File: src/ahbApbPkg.sv
/*
	AHB to APB bridge package
	bus widths, peripheral address map, AHB transfer codes and the
	APB controller state encoding
*/
`default_nettype none

package ahbApbPkg;

	////////////////////////////////////////////////////////////////////////////
	// bus widths
	localparam int addrWidth = 32;
	localparam int dataWidth = 32;
	localparam int numSlaves = 3; // one Pselx line per peripheral

	////////////////////////////////////////////////////////////////////////////
	// address map, three 64 MB windows
	localparam logic [addrWidth-1:0] slaveBase0  = 32'h8000_0000;
	localparam logic [addrWidth-1:0] slaveLimit0 = 32'h83FF_FFFC; // last word
	localparam logic [addrWidth-1:0] slaveBase1  = 32'h8400_0000;
	localparam logic [addrWidth-1:0] slaveLimit1 = 32'h87FF_FFFC;
	localparam logic [addrWidth-1:0] slaveBase2  = 32'h8800_0000;
	localparam logic [addrWidth-1:0] slaveLimit2 = 32'h8BFF_FFFC;

	// AHB transfer types
	localparam logic [1:0] htransIdle   = 2'b00;
	localparam logic [1:0] htransBusy   = 2'b01;
	localparam logic [1:0] htransNonseq = 2'b10;
	localparam logic [1:0] htransSeq    = 2'b11;

	localparam logic [1:0] hrespOkay = 2'b00;

	// APB controller states
	typedef enum logic [2:0] {
		stIdle     = 3'b000,
		stWwait    = 3'b001,
		stRead     = 3'b010,
		stWrite    = 3'b011,
		stWriteP   = 3'b100,
		stRenable  = 3'b101,
		stWenable  = 3'b110,
		stWenableP = 3'b111
	} apbState;

endpackage

`default_nettype wire

File: src/ahbSlaveInterface.sv
/*
	AHB slave interface
	qualifies the AHB address phase, decodes the peripheral window and
	keeps two stages of address and write data for the APB controller
*/
`default_nettype none

module ahbSlaveInterface
	import ahbApbPkg::*;
(
	input  logic                 Hclk,
	input  logic                 Hresetn,
	input  logic                 Hwrite,
	input  logic                 Hreadyin,
	input  logic [1:0]           Htrans,
	input  logic [addrWidth-1:0] Haddr,
	input  logic [dataWidth-1:0] Hwdata,
	output logic                 valid,
	output logic [addrWidth-1:0] Haddr1,
	output logic [addrWidth-1:0] Haddr2,
	output logic [dataWidth-1:0] Hwdata1,
	output logic [dataWidth-1:0] Hwdata2,
	output logic                 Hwritereg,
	output logic [numSlaves-1:0] tempselx,
	output logic [1:0]           Hresp
);

	logic htransActive;

	////////////////////////////////////////////////////////////////////////////
	// address decode and transfer qualify

	// one select line per window
	assign tempselx[0] = (Haddr >= slaveBase0) && (Haddr <= slaveLimit0);
	assign tempselx[1] = (Haddr >= slaveBase1) && (Haddr <= slaveLimit1);
	assign tempselx[2] = (Haddr >= slaveBase2) && (Haddr <= slaveLimit2);

	assign htransActive = (Htrans == htransNonseq) || (Htrans == htransSeq);

	// unmapped addresses never reach the controller
	assign valid = Hreadyin && htransActive && (tempselx != '0);

	assign Hresp = hrespOkay; // no error responses

	////////////////////////////////////////////////////////////////////////////
	// pipeline stages

	always_ff @(posedge Hclk)
	begin
		Haddr1  <= Haddr;
		Haddr2  <= Haddr1;
		Hwdata1 <= Hwdata; // write data trails its address by a cycle
		Hwdata2 <= Hwdata1;
	end

	// direction of the transfer now in its data phase
	always_ff @(posedge Hclk)
	begin
		if (!Hresetn)
		begin
			Hwritereg <= 1'b0;
		end
		else if (Hreadyin)
		begin
			Hwritereg <= Hwrite;
		end
	end

	// windows must never overlap
	selectOneHot: assert property (@(posedge Hclk) disable iff (!Hresetn)
		$onehot0(tempselx));

endmodule

`default_nettype wire

File: src/apbFsmController.sv
/*
	APB controller
	sequences APB setup and enable phases for each accepted AHB transfer
	and holds the AHB bus with Hreadyout while an APB access is pending
*/
`default_nettype none

module apbFsmController
	import ahbApbPkg::*;
(
	input  logic                 Hclk,
	input  logic                 Hresetn,
	input  logic                 valid,
	input  logic                 Hwrite,
	input  logic                 Hwritereg,
	input  logic [addrWidth-1:0] Haddr,
	input  logic [addrWidth-1:0] Haddr1,
	input  logic [addrWidth-1:0] Haddr2,
	input  logic [dataWidth-1:0] Hwdata,
	input  logic [dataWidth-1:0] Hwdata1,
	input  logic [dataWidth-1:0] Hwdata2,
	input  logic [dataWidth-1:0] Prdata,
	input  logic [numSlaves-1:0] tempselx,
	output logic                 Pwrite,
	output logic                 Penable,
	output logic [numSlaves-1:0] Pselx,
	output logic [addrWidth-1:0] Paddr,
	output logic [dataWidth-1:0] Pwdata,
	output logic                 Hreadyout
);

	apbState state;
	apbState nextState;

	logic [numSlaves-1:0] selx1; // select for Haddr1
	logic [numSlaves-1:0] selx2; // select for Haddr2

	logic                 pwriteNext;
	logic                 penableNext;
	logic [numSlaves-1:0] pselxNext;
	logic [addrWidth-1:0] paddrNext;
	logic [dataWidth-1:0] pwdataNext;
	logic                 hreadyoutNext;

	always_ff @(posedge Hclk)
	begin
		selx1 <= tempselx;
		selx2 <= selx1;
	end

	////////////////////////////////////////////////////////////////////////////
	// next state and next outputs

	always_comb
	begin
		nextState     = state;
		pwriteNext    = Pwrite;
		penableNext   = Penable;
		pselxNext     = Pselx;
		paddrNext     = Paddr;
		pwdataNext    = Pwdata;
		hreadyoutNext = Hreadyout;

		case (state)
			stIdle, stRenable, stWenable:
			begin
				penableNext = 1'b0;
				if (valid && !Hwrite)
				begin
					// read goes straight to setup
					nextState     = stRead;
					paddrNext     = Haddr;
					pwriteNext    = 1'b0;
					pselxNext     = tempselx;
					hreadyoutNext = 1'b0;
				end
				else if (valid)
				begin
					nextState     = stWwait; // wait for write data
					pselxNext     = '0;
					hreadyoutNext = 1'b1;
				end
				else
				begin
					nextState     = stIdle;
					pselxNext     = '0;
					hreadyoutNext = 1'b1;
				end
			end

			stWwait:
			begin
				// a transfer seen here is accepted and kept in Haddr2
				nextState     = valid ? stWriteP : stWrite;
				paddrNext     = Haddr1;
				pwdataNext    = Hwdata; // data phase of Haddr1 is on the bus now
				pwriteNext    = 1'b1;
				pselxNext     = selx1;
				penableNext   = 1'b0;
				hreadyoutNext = 1'b0;
			end

			stRead:
			begin
				nextState     = stRenable;
				penableNext   = 1'b1;
				hreadyoutNext = 1'b1;
			end

			stWrite:
			begin
				nextState     = valid ? stWenableP : stWenable;
				penableNext   = 1'b1;
				hreadyoutNext = 1'b1;
			end

			stWriteP:
			begin
				nextState     = stWenableP;
				penableNext   = 1'b1;
				hreadyoutNext = Hwritereg; // a pending read keeps the bus held
			end

			stWenableP:
			begin
				paddrNext     = Haddr2;
				pselxNext     = selx2;
				penableNext   = 1'b0;
				hreadyoutNext = 1'b0;
				if (Hwritereg)
				begin
					nextState  = valid ? stWriteP : stWrite;
					pwdataNext = Hwdata1;
					pwriteNext = 1'b1;
				end
				else
				begin
					nextState  = stRead;
					pwriteNext = 1'b0;
				end
			end

			default:
			begin
				nextState = stIdle;
			end
		endcase
	end

	////////////////////////////////////////////////////////////////////////////
	// registers

	always_ff @(posedge Hclk)
	begin
		if (!Hresetn)
		begin
			state     <= stIdle;
			Pwrite    <= 1'b0;
			Penable   <= 1'b0;
			Pselx     <= '0;
			Hreadyout <= 1'b1; // master may start right after reset
		end
		else
		begin
			state     <= nextState;
			Pwrite    <= pwriteNext;
			Penable   <= penableNext;
			Pselx     <= pselxNext;
			Hreadyout <= hreadyoutNext;
		end
	end

	always_ff @(posedge Hclk)
	begin
		Paddr  <= paddrNext;
		Pwdata <= pwdataNext;
	end

	////////////////////////////////////////////////////////////////////////////
	// protocol checks

	penableAfterSetup: assert property (@(posedge Hclk) disable iff (!Hresetn)
		$rose(Penable) |-> $past(Pselx) != '0);

	setupHeldToEnable: assert property (@(posedge Hclk) disable iff (!Hresetn)
		(Pselx != '0 && !Penable) |=> (Penable && $stable(Pselx) && $stable(Paddr)));

	// read setup holds the bus, its enable releases it
	readThenEnable: assert property (@(posedge Hclk) disable iff (!Hresetn)
		(state == stRead) |-> (Pselx != '0 && !Penable && !Pwrite && !Hreadyout)
		##1 (state == stRenable && Penable && Hreadyout));

	// the word being written left the AHB bus two cycles earlier
	pipelinedWriteData: assert property (@(posedge Hclk) disable iff (!Hresetn)
		(state == stWenableP) |-> (Pwdata == Hwdata2));

	// peripheral drives read data in its enable cycle
	readDataKnown: assert property (@(posedge Hclk) disable iff (!Hresetn)
		(state == stRenable && !Pwrite) |-> !$isunknown(Prdata));

endmodule

`default_nettype wire

File: src/ahbApbBridge.sv
/*
	AHB to APB bridge top level
	AHB slave interface feeding the APB controller, read data straight back
*/
`default_nettype none

module ahbApbBridge
	import ahbApbPkg::*;
(
	input  logic                 Hclk,
	input  logic                 Hresetn,
	input  logic                 Hwrite,
	input  logic                 Hreadyin,
	input  logic [1:0]           Htrans,
	input  logic [addrWidth-1:0] Haddr,
	input  logic [dataWidth-1:0] Hwdata,
	output logic                 Hreadyout,
	output logic [dataWidth-1:0] Hrdata,
	output logic [1:0]           Hresp,
	output logic [numSlaves-1:0] Pselx,
	output logic                 Penable,
	output logic                 Pwrite,
	output logic [addrWidth-1:0] Paddr,
	output logic [dataWidth-1:0] Pwdata,
	input  logic [dataWidth-1:0] Prdata
);

	logic                 valid;
	logic [addrWidth-1:0] Haddr1;
	logic [addrWidth-1:0] Haddr2;
	logic [dataWidth-1:0] Hwdata1;
	logic [dataWidth-1:0] Hwdata2;
	logic                 Hwritereg;
	logic [numSlaves-1:0] tempselx;

	// all connections share names with the ports above
	ahbSlaveInterface ahbIf (.*);

	apbFsmController apbCtrl (.*);

	assign Hrdata = Prdata; // read data is valid in the enable cycle

endmodule

`default_nettype wire

File: config.mk
export PLATFORM = sky130hd
export DESIGN_NAME = ahbApbBridge
export DESIGN_NICKNAME = d
export VERILOG_FILES = /design/src/ahbApbPkg.sv /design/src/ahbSlaveInterface.sv /design/src/apbFsmController.sv /design/src/ahbApbBridge.sv
export SDC_FILE = /design/constraint.sdc
export NUM_CORES = 1
export LEC_CHECK = 0
export ABC_CLOCK_PERIOD_IN_PS = 7100
export BUFFER_PORTS_ARGS = -buffer_cell sky130_fd_sc_hd__clkbuf_2
export CORE_ASPECT_RATIO = 0.7
export CORE_MARGIN = 2
export CORE_UTILIZATION = 40
export CTS_BUF_LIST = sky130_fd_sc_hd__clkbuf_4 sky130_fd_sc_hd__clkbuf_8
export DETAILED_ROUTE_END_ITERATION = 8
export PLACE_DENSITY_LB_ADDON = 0.15
export SLEW_MARGIN = 20
export SYNTH_ARGS = -nofsm -noshare
export SYNTH_HDL_FRONTEND = slang
export SYNTH_SLANG_ARGS = --single-unit
export TNS_END_PERCENT = 100
File: constraint.sdc
create_clock -name Hclk -period 7.1 [get_ports Hclk]
set_input_delay 0.71 -clock Hclk [delete_from_list [all_inputs] [get_ports Hclk]]
set_output_delay 0.71 -clock Hclk [all_outputs]
set_load 0.01 [all_outputs]
Word-level counts from Yosys, hierarchy flattened. Cells that the tools add are included.

Flip-flop bits (word level): 176. Output and inout port bits: 104. Logic and storage cells: 67.

Magnitude comparators: 6. Equal/unequal tests: 11. Muxes and demuxes: 18. Reduce and logical (&&, ||, !) cells: 19.

Operators by type and width (count): 32-bit >= comparator (second input constant) (3); 32-bit less-or-equal comparator (second input constant) (3); 32-bit one-hot mux with 3 select lines (1); 32-bit 2-to-1 mux (2); 32-bit one-hot mux with 2 select lines (1); 3-bit one-hot mux with 6 select lines (1); 3-bit equality test (second input constant) (4); 3-bit 2-to-1 mux (4); 3-bit one-hot mux with 3 select lines (1); 3-bit by 2-bit equality test with 1-bit output (second input constant) (2); 1-bit logical AND (6); 3-bit nonzero test (2); 3-bit OR reduction (2); 1-bit 2-to-1 mux (5); 5-bit OR reduction (1); 2-bit equality test (second input constant) (2); 1-bit one-hot mux with 4 select lines (1); 2-bit AND reduction (2); 2-bit OR reduction (2); 3-bit by 1-bit equality test with 1-bit output (second input constant) (1); 3-bit logical NOT (1); 1-bit one-hot mux with 3 select lines (1); 2-bit by 1-bit inequality test with 1-bit output (second input constant) (1); 2-bit inequality test (second input constant) (1); other kinds (4) (4).

Longest topological paths before layout.
Word-level depth: 7. Mapped depth: 8. Mapped depth without buffers: 6.

Hierarchy. From an unflattened synthesis, not the netlist that was laid out.

Cell total of the unflattened synthesis: 468. Area total of the unflattened synthesis: 6523.8 um2.

By module, submodules not included: apbFsmController (times used 1, cells an instance 282, area an instance 3519.6 um2); ahbSlaveInterface (times used 1, cells an instance 154, area an instance 2763.9 um2); ahbApbBridge (times used 1, cells an instance 32, area an instance 240.2 um2).

Least setup slack after synthesis. Ideal clock, no wire load.

Kind: input-to-reg. Start point: input Haddr[14]. End point: register apbCtrl.Paddr[0] (enable). Library setup time: 432 ps. Arrival time: 3306 ps. Data required time: 6668 ps. Setup slack: 3362 ps. Stages: 6. Buffers on the path: 0. Cell sequence: nand4_2 -> nor4_4 -> nand2_2 -> o41ai_4 -> nand2_1 -> a21oi_1.

Cells in the longest elaborated chain, start to end: 7.

RTL lines: start: declaration (RTL line ahbApbBridge.sv:15) `input logic [addrWidth-1:0] Haddr,`; 32-bit >= comparator (tied with other cells) (RTL line ahbSlaveInterface.sv:34) `assign tempselx[0] = (Haddr >= slaveBase0) && (Haddr <= slaveLimit0);`; 1-bit logical AND, on equally long branches (RTL line ahbSlaveInterface.sv:34, ahbSlaveInterface.sv:35, ahbSlaveInterface.sv:36); 3-bit nonzero test (*) (RTL line ahbSlaveInterface.sv:41) `assign valid = Hreadyin && htransActive && (tempselx != '0);`; 1-bit logical AND (*) (RTL line ahbSlaveInterface.sv:41); 1-bit logical AND (*) (RTL line apbFsmController.sv:68) `if (valid && !Hwrite)`; 2-bit by 1-bit inequality test with 1-bit output (no line) (*); 2-bit AND reduction (no line) (*); end signal: assignment (RTL line apbFsmController.sv:175) `Paddr <= paddrNext;`; end: declaration (RTL line apbFsmController.sv:27) `output logic [addrWidth-1:0] Paddr,`.

Mark *: on every way between the ends. The rest lies on a longest branch, timed or not. A chain may end at the register's enable or synchronous reset.

Worst setup path in the final report.
Start point: register apbCtrl.state[2]. End point: register apbCtrl.Pwdata[25] (data pin).

Cells in the longest elaborated chain, start to end: 2.

RTL lines: start: declaration (RTL line apbFsmController.sv:32) `apbState state;`; start signal: assignment (RTL line apbFsmController.sv:157) `state <= stIdle;`; start signal: assignment (RTL line apbFsmController.sv:165) `state <= nextState;`; 3-bit equality test or 3-bit by 1-bit equality test with 1-bit output (tied branches) (RTL line apbFsmController.sv:64) `case (state)`; 32-bit one-hot mux with 2 select lines (*) (RTL line apbFsmController.sv:64); via apbCtrl.pwdataNext[25] (RTL line apbFsmController.sv:42) `logic [dataWidth-1:0] pwdataNext;`; end signal: assignment (RTL line apbFsmController.sv:176) `Pwdata <= pwdataNext;`; end: declaration (RTL line apbFsmController.sv:28) `output logic [dataWidth-1:0] Pwdata,`.

Mark *: on every way through the listed nets, which the timed path passes. The rest lies on a longest branch.

==> results by group <==
GRT
  • Routing usage on met3: 5.57%
  • Met2 track demand over resource: 25.6%
  • GRT busiest layer: met2
  • Via count of the first global-routing pass: 3,829
  • Leftover overflow at the end of global routing: 0
  • Pin count of the biggest net entering global routing: 49
  • Antenna violations before repair: 0
  • Aggregate global-route resource usage: 16.7%
  • Met1 Usage GRT: between 20 and 25%
  • Global-route wire length before repair: 20.3 mm

STA
  • Hold_ws: 347 ps
  • Setup WS post-layout: between 4000 and 5000 ps
  • Final hold violation count: 0
  • Worst clock skew: 14.5 ps
  • Total negative slack for setup checks: 0 ps
  • Unrepaired setup endpoints after global routing: no
  • Final period demand of the worst path: 2910 ps
  • Final critical-path share of the clock period: 41.0%
  • Actual slew at the worst max-slew pin: 1050 ps
  • Final Max Tran Viols: 0
  • Maximum clock frequency: about 340 MHz
  • Final setup fails: 0
  • Worst max-slew margin expressed relative to the limit: 30.0%

Synthesis
  • Cells taking the most area after synthesis: sky130_fd_sc_hd__dfxtp_1 37%, sky130_fd_sc_hd__edfxtp_1 32%, sky130_fd_sc_hd__o22ai_1 6.6%, sky130_fd_sc_hd__mux2_1 4.5%, sky130_fd_sc_hd__buf_4 4.2%
  • Count of flip-flops with a built-in enable after synthesis: 64
  • Cell count after synthesis: 454
  • Unique masters post-synth: 49
  • Seq/Total Area, Yosys: 68.9%
  • Most repeated cell in the gate-level netlist after synthesis: sky130_fd_sc_hd__dfxtp_1
  • Commonest register cell after synthesis: sky130_fd_sc_hd__dfxtp_1
  • Area share of the largest cell type after synthesis: 37.1%
  • Combined area of all synthesized cells: approximately 6000 µm²
  • Most common library cells after synthesis: 112 x sky130_fd_sc_hd__dfxtp_1, 64 x sky130_fd_sc_hd__edfxtp_1, 64 x sky130_fd_sc_hd__o22ai_1, 41 x sky130_fd_sc_hd__a21oi_1, 34 x sky130_fd_sc_hd__buf_4
  • Ys async rst share: 0%
  • Library cell with the largest summed area after synthesis: sky130_fd_sc_hd__dfxtp_1
  • Post-synthesis average cell area: 13.3 µm²
  • Count of state elements after synthesis: 176
  • Yosys synthesis warning count: 0

Clock network
  • CTS tree: done
  • Total of cells resized after clock tree synthesis: 0
  • Cell chosen for the clock root: sky130_fd_sc_hd__clkbuf_8
  • Clock insertion delay at the later pin of the skew report: roughly 440 ps
  • Clock transition at the registers of the reported paths: 90 ps
  • Hold Buf Count CTS: 0
  • Clock Tree Buf Depth: 2
  • H-tree levels: 4
  • Number of buffers added by the clock tree synthesis step: 17
  • Clock net sink count: 176
  • Post-CTS Setup Bufs: 0

Power and ir drop
  • Cell Pwr Density: 380 nW/µm²
  • Static leakage: 0.00286 µW
  • Worst voltage drop across the vdd grid: approximately 0.19 mV
  • Total power: around 2700 µW

Critical path
  • Req. time, crit path: 7280 ps
  • Crit path buf inv count: 0
  • Data arrival time of the worst path: 3090 ps
  • Worst-path fanout max: between 40 and 50
  • Master of the slowest instance on the critical path: sky130_fd_sc_hd__dfxtp_2
  • Slack of the worst reg-to-reg path: 4190 ps
  • Kind of start point of the critical path: flip-flop
  • CP top delay family: flip-flops
  • CP cell instances: nand3_2 > mux2_1
  • Largest stage delay, worst path: 1010 ps
  • Kind of capture point of the worst setup path: flip-flop
  • Type of the setup path with the least slack: reg -> reg

Cells and area
  • Non-filler cells in the finished layout: around 760
  • Number of diodes: 0
  • Final-stage net count: 658
  • Layout cells sized above 1: 34.6%
  • Area added between synthesis and finish: 18.3%

Die
  • Number of placed I/O pins: 206
  • Chip Height: 107 µm
  • Core ar.: 14,700 µm²
  • Initial Utilization: 41.0%
  • Die extent in x: between 150 and 200 µm
  • Floorplan die area: 16,100 µm²
  • Core Rows: 37

Outcome
  • Outcome: finished, final reports clean

Routing
  • Per-cell routed wire length: 17.2 µm
  • Drt first pass iters: 5
  • Antenna-violating nets left: 0
  • Drt via density: 5.13
  • DRC violation count after routing: 0
  • Overall routed net length: 13.1 mm
  • Total vias in the final route: 3,923
  • Detailed Route Iter0 Violations: 257

Placement
  • Detailed placer's ending HPWL: 8.53 mm
  • Placed insts: 731
  • Count of input and output buffers: between 100 and 150
  • Post-Place Setup Slack: roughly 3800 ps
  • Routability congestion estimate from global placement: 0.762

Min path
  • Hold WC Path Type: reg -> reg

Run
  • # Max-Cap Violations: 0
==> per-layer routing <==
metal	up-vias	wire, µm
li1	1872	-
met1	1910	6110
met2	112	5970
met3	29	846
met4	0	169
met5	-	0
==> through the flow <==
stage,utilization (%),cell area [µm²]
6_report,48.6,7150
4_1_cts,48.5,7130
3_3_place_gp,45.3,6680
5_1_grt,48.6,7150
2_1_floorplan,-,6050
3_5_place_dp,45.5,6700
==> worst reg2reg max path, delay by kind of cell (launching register included) <==
family           cells  cell delay (ps)
DFF                  1             1010
and+or+nand+nor      1              990
muxes                1              660
==> power breakdown <==
| part | switching (µW) | internal (µW) | total (µW) |
|---|---|---|---|
| Sequential | 126 | 1240 | 1360 |
| Combinational | 371 | 247 | 619 |
| Clock | 356 | 379 | 735 |
==> worst paths after layout <==
path / startpoint / endpoint / cells past startpoint
hold reg to reg: ahbIf.Haddr1[0] / ahbIf.Haddr2[0] / 0
hold / removal: ahbIf.Haddr1[0] / ahbIf.Haddr2[0] / 0
setup reg to reg: apbCtrl.state[2] / apbCtrl.Pwdata[25] / 2
setup / recovery: apbCtrl.state[2] / apbCtrl.Pwdata[25] / 2
==> cell type report <==
type	count	area [µm²]
clock buffers	21	277
clock inverters	11	155
fillers	1342	7570
inverters	3	11.3
multi-input cells	215	1540
flip-flops and latches	176	4170
well taps	195	244
repair buffers	143	756
==> cell families after synthesis <==
family / after synthesis / share of synthesized area, %
other: 1 / 0.0621
DFF: 176 / 68.9
and+or+nand+nor: 50 / 5.22
xor gates and xnor gates: 2 / 0.290
muxes: 34 / 6.36
AOI/OAI and AO/OA: 127 / 13.0
buffers and inverters: 64 / 6.11
==> cell usage in the layout (no fill, tap or decap), types with 2 or more instances in the layout <==
cell / instances
sky130_fd_sc_hd__a21oi_1: 40
sky130_fd_sc_hd__a311oi_1: 3
sky130_fd_sc_hd__a31oi_1: 2
sky130_fd_sc_hd__and2_1: 3
sky130_fd_sc_hd__buf_4: 3
sky130_fd_sc_hd__bufinv_16: 3
sky130_fd_sc_hd__clkbuf_2: 138
sky130_fd_sc_hd__clkbuf_4: 2
sky130_fd_sc_hd__clkbuf_8: 19
sky130_fd_sc_hd__clkinv_4: 2
sky130_fd_sc_hd__clkinvlp_4: 3
sky130_fd_sc_hd__conb_1: 2
sky130_fd_sc_hd__dfxtp_1: 110
sky130_fd_sc_hd__dfxtp_2: 2
sky130_fd_sc_hd__edfxtp_1: 64
sky130_fd_sc_hd__inv_1: 3
sky130_fd_sc_hd__mux2_1: 24
sky130_fd_sc_hd__mux2_2: 8
sky130_fd_sc_hd__nand2_1: 14
sky130_fd_sc_hd__nand2b_1: 3
sky130_fd_sc_hd__nand4_1: 5
sky130_fd_sc_hd__nand4_2: 2
sky130_fd_sc_hd__nor2_1: 7
sky130_fd_sc_hd__nor2b_1: 2
sky130_fd_sc_hd__o21ai_0: 5
sky130_fd_sc_hd__o221a_1: 2
sky130_fd_sc_hd__o22ai_1: 64
sky130_fd_sc_hd__or3b_1: 2
==> registers in the layout, summed over array words and instances (netlist names), 3 cells and up <==
| register | count |
|---|---|
| ahbIf.Haddr1 | 32 |
| ahbIf.Haddr2 | 32 |
| ahbIf.Hwdata1 | 32 |
| apbCtrl.Paddr | 32 |
| apbCtrl.Pselx | 3 |
| apbCtrl.Pwdata | 32 |
| apbCtrl.selx1 | 3 |
| apbCtrl.selx2 | 3 |
| apbCtrl.state | 3 |
No activity file was read; power rests on OpenSTA's default activity.
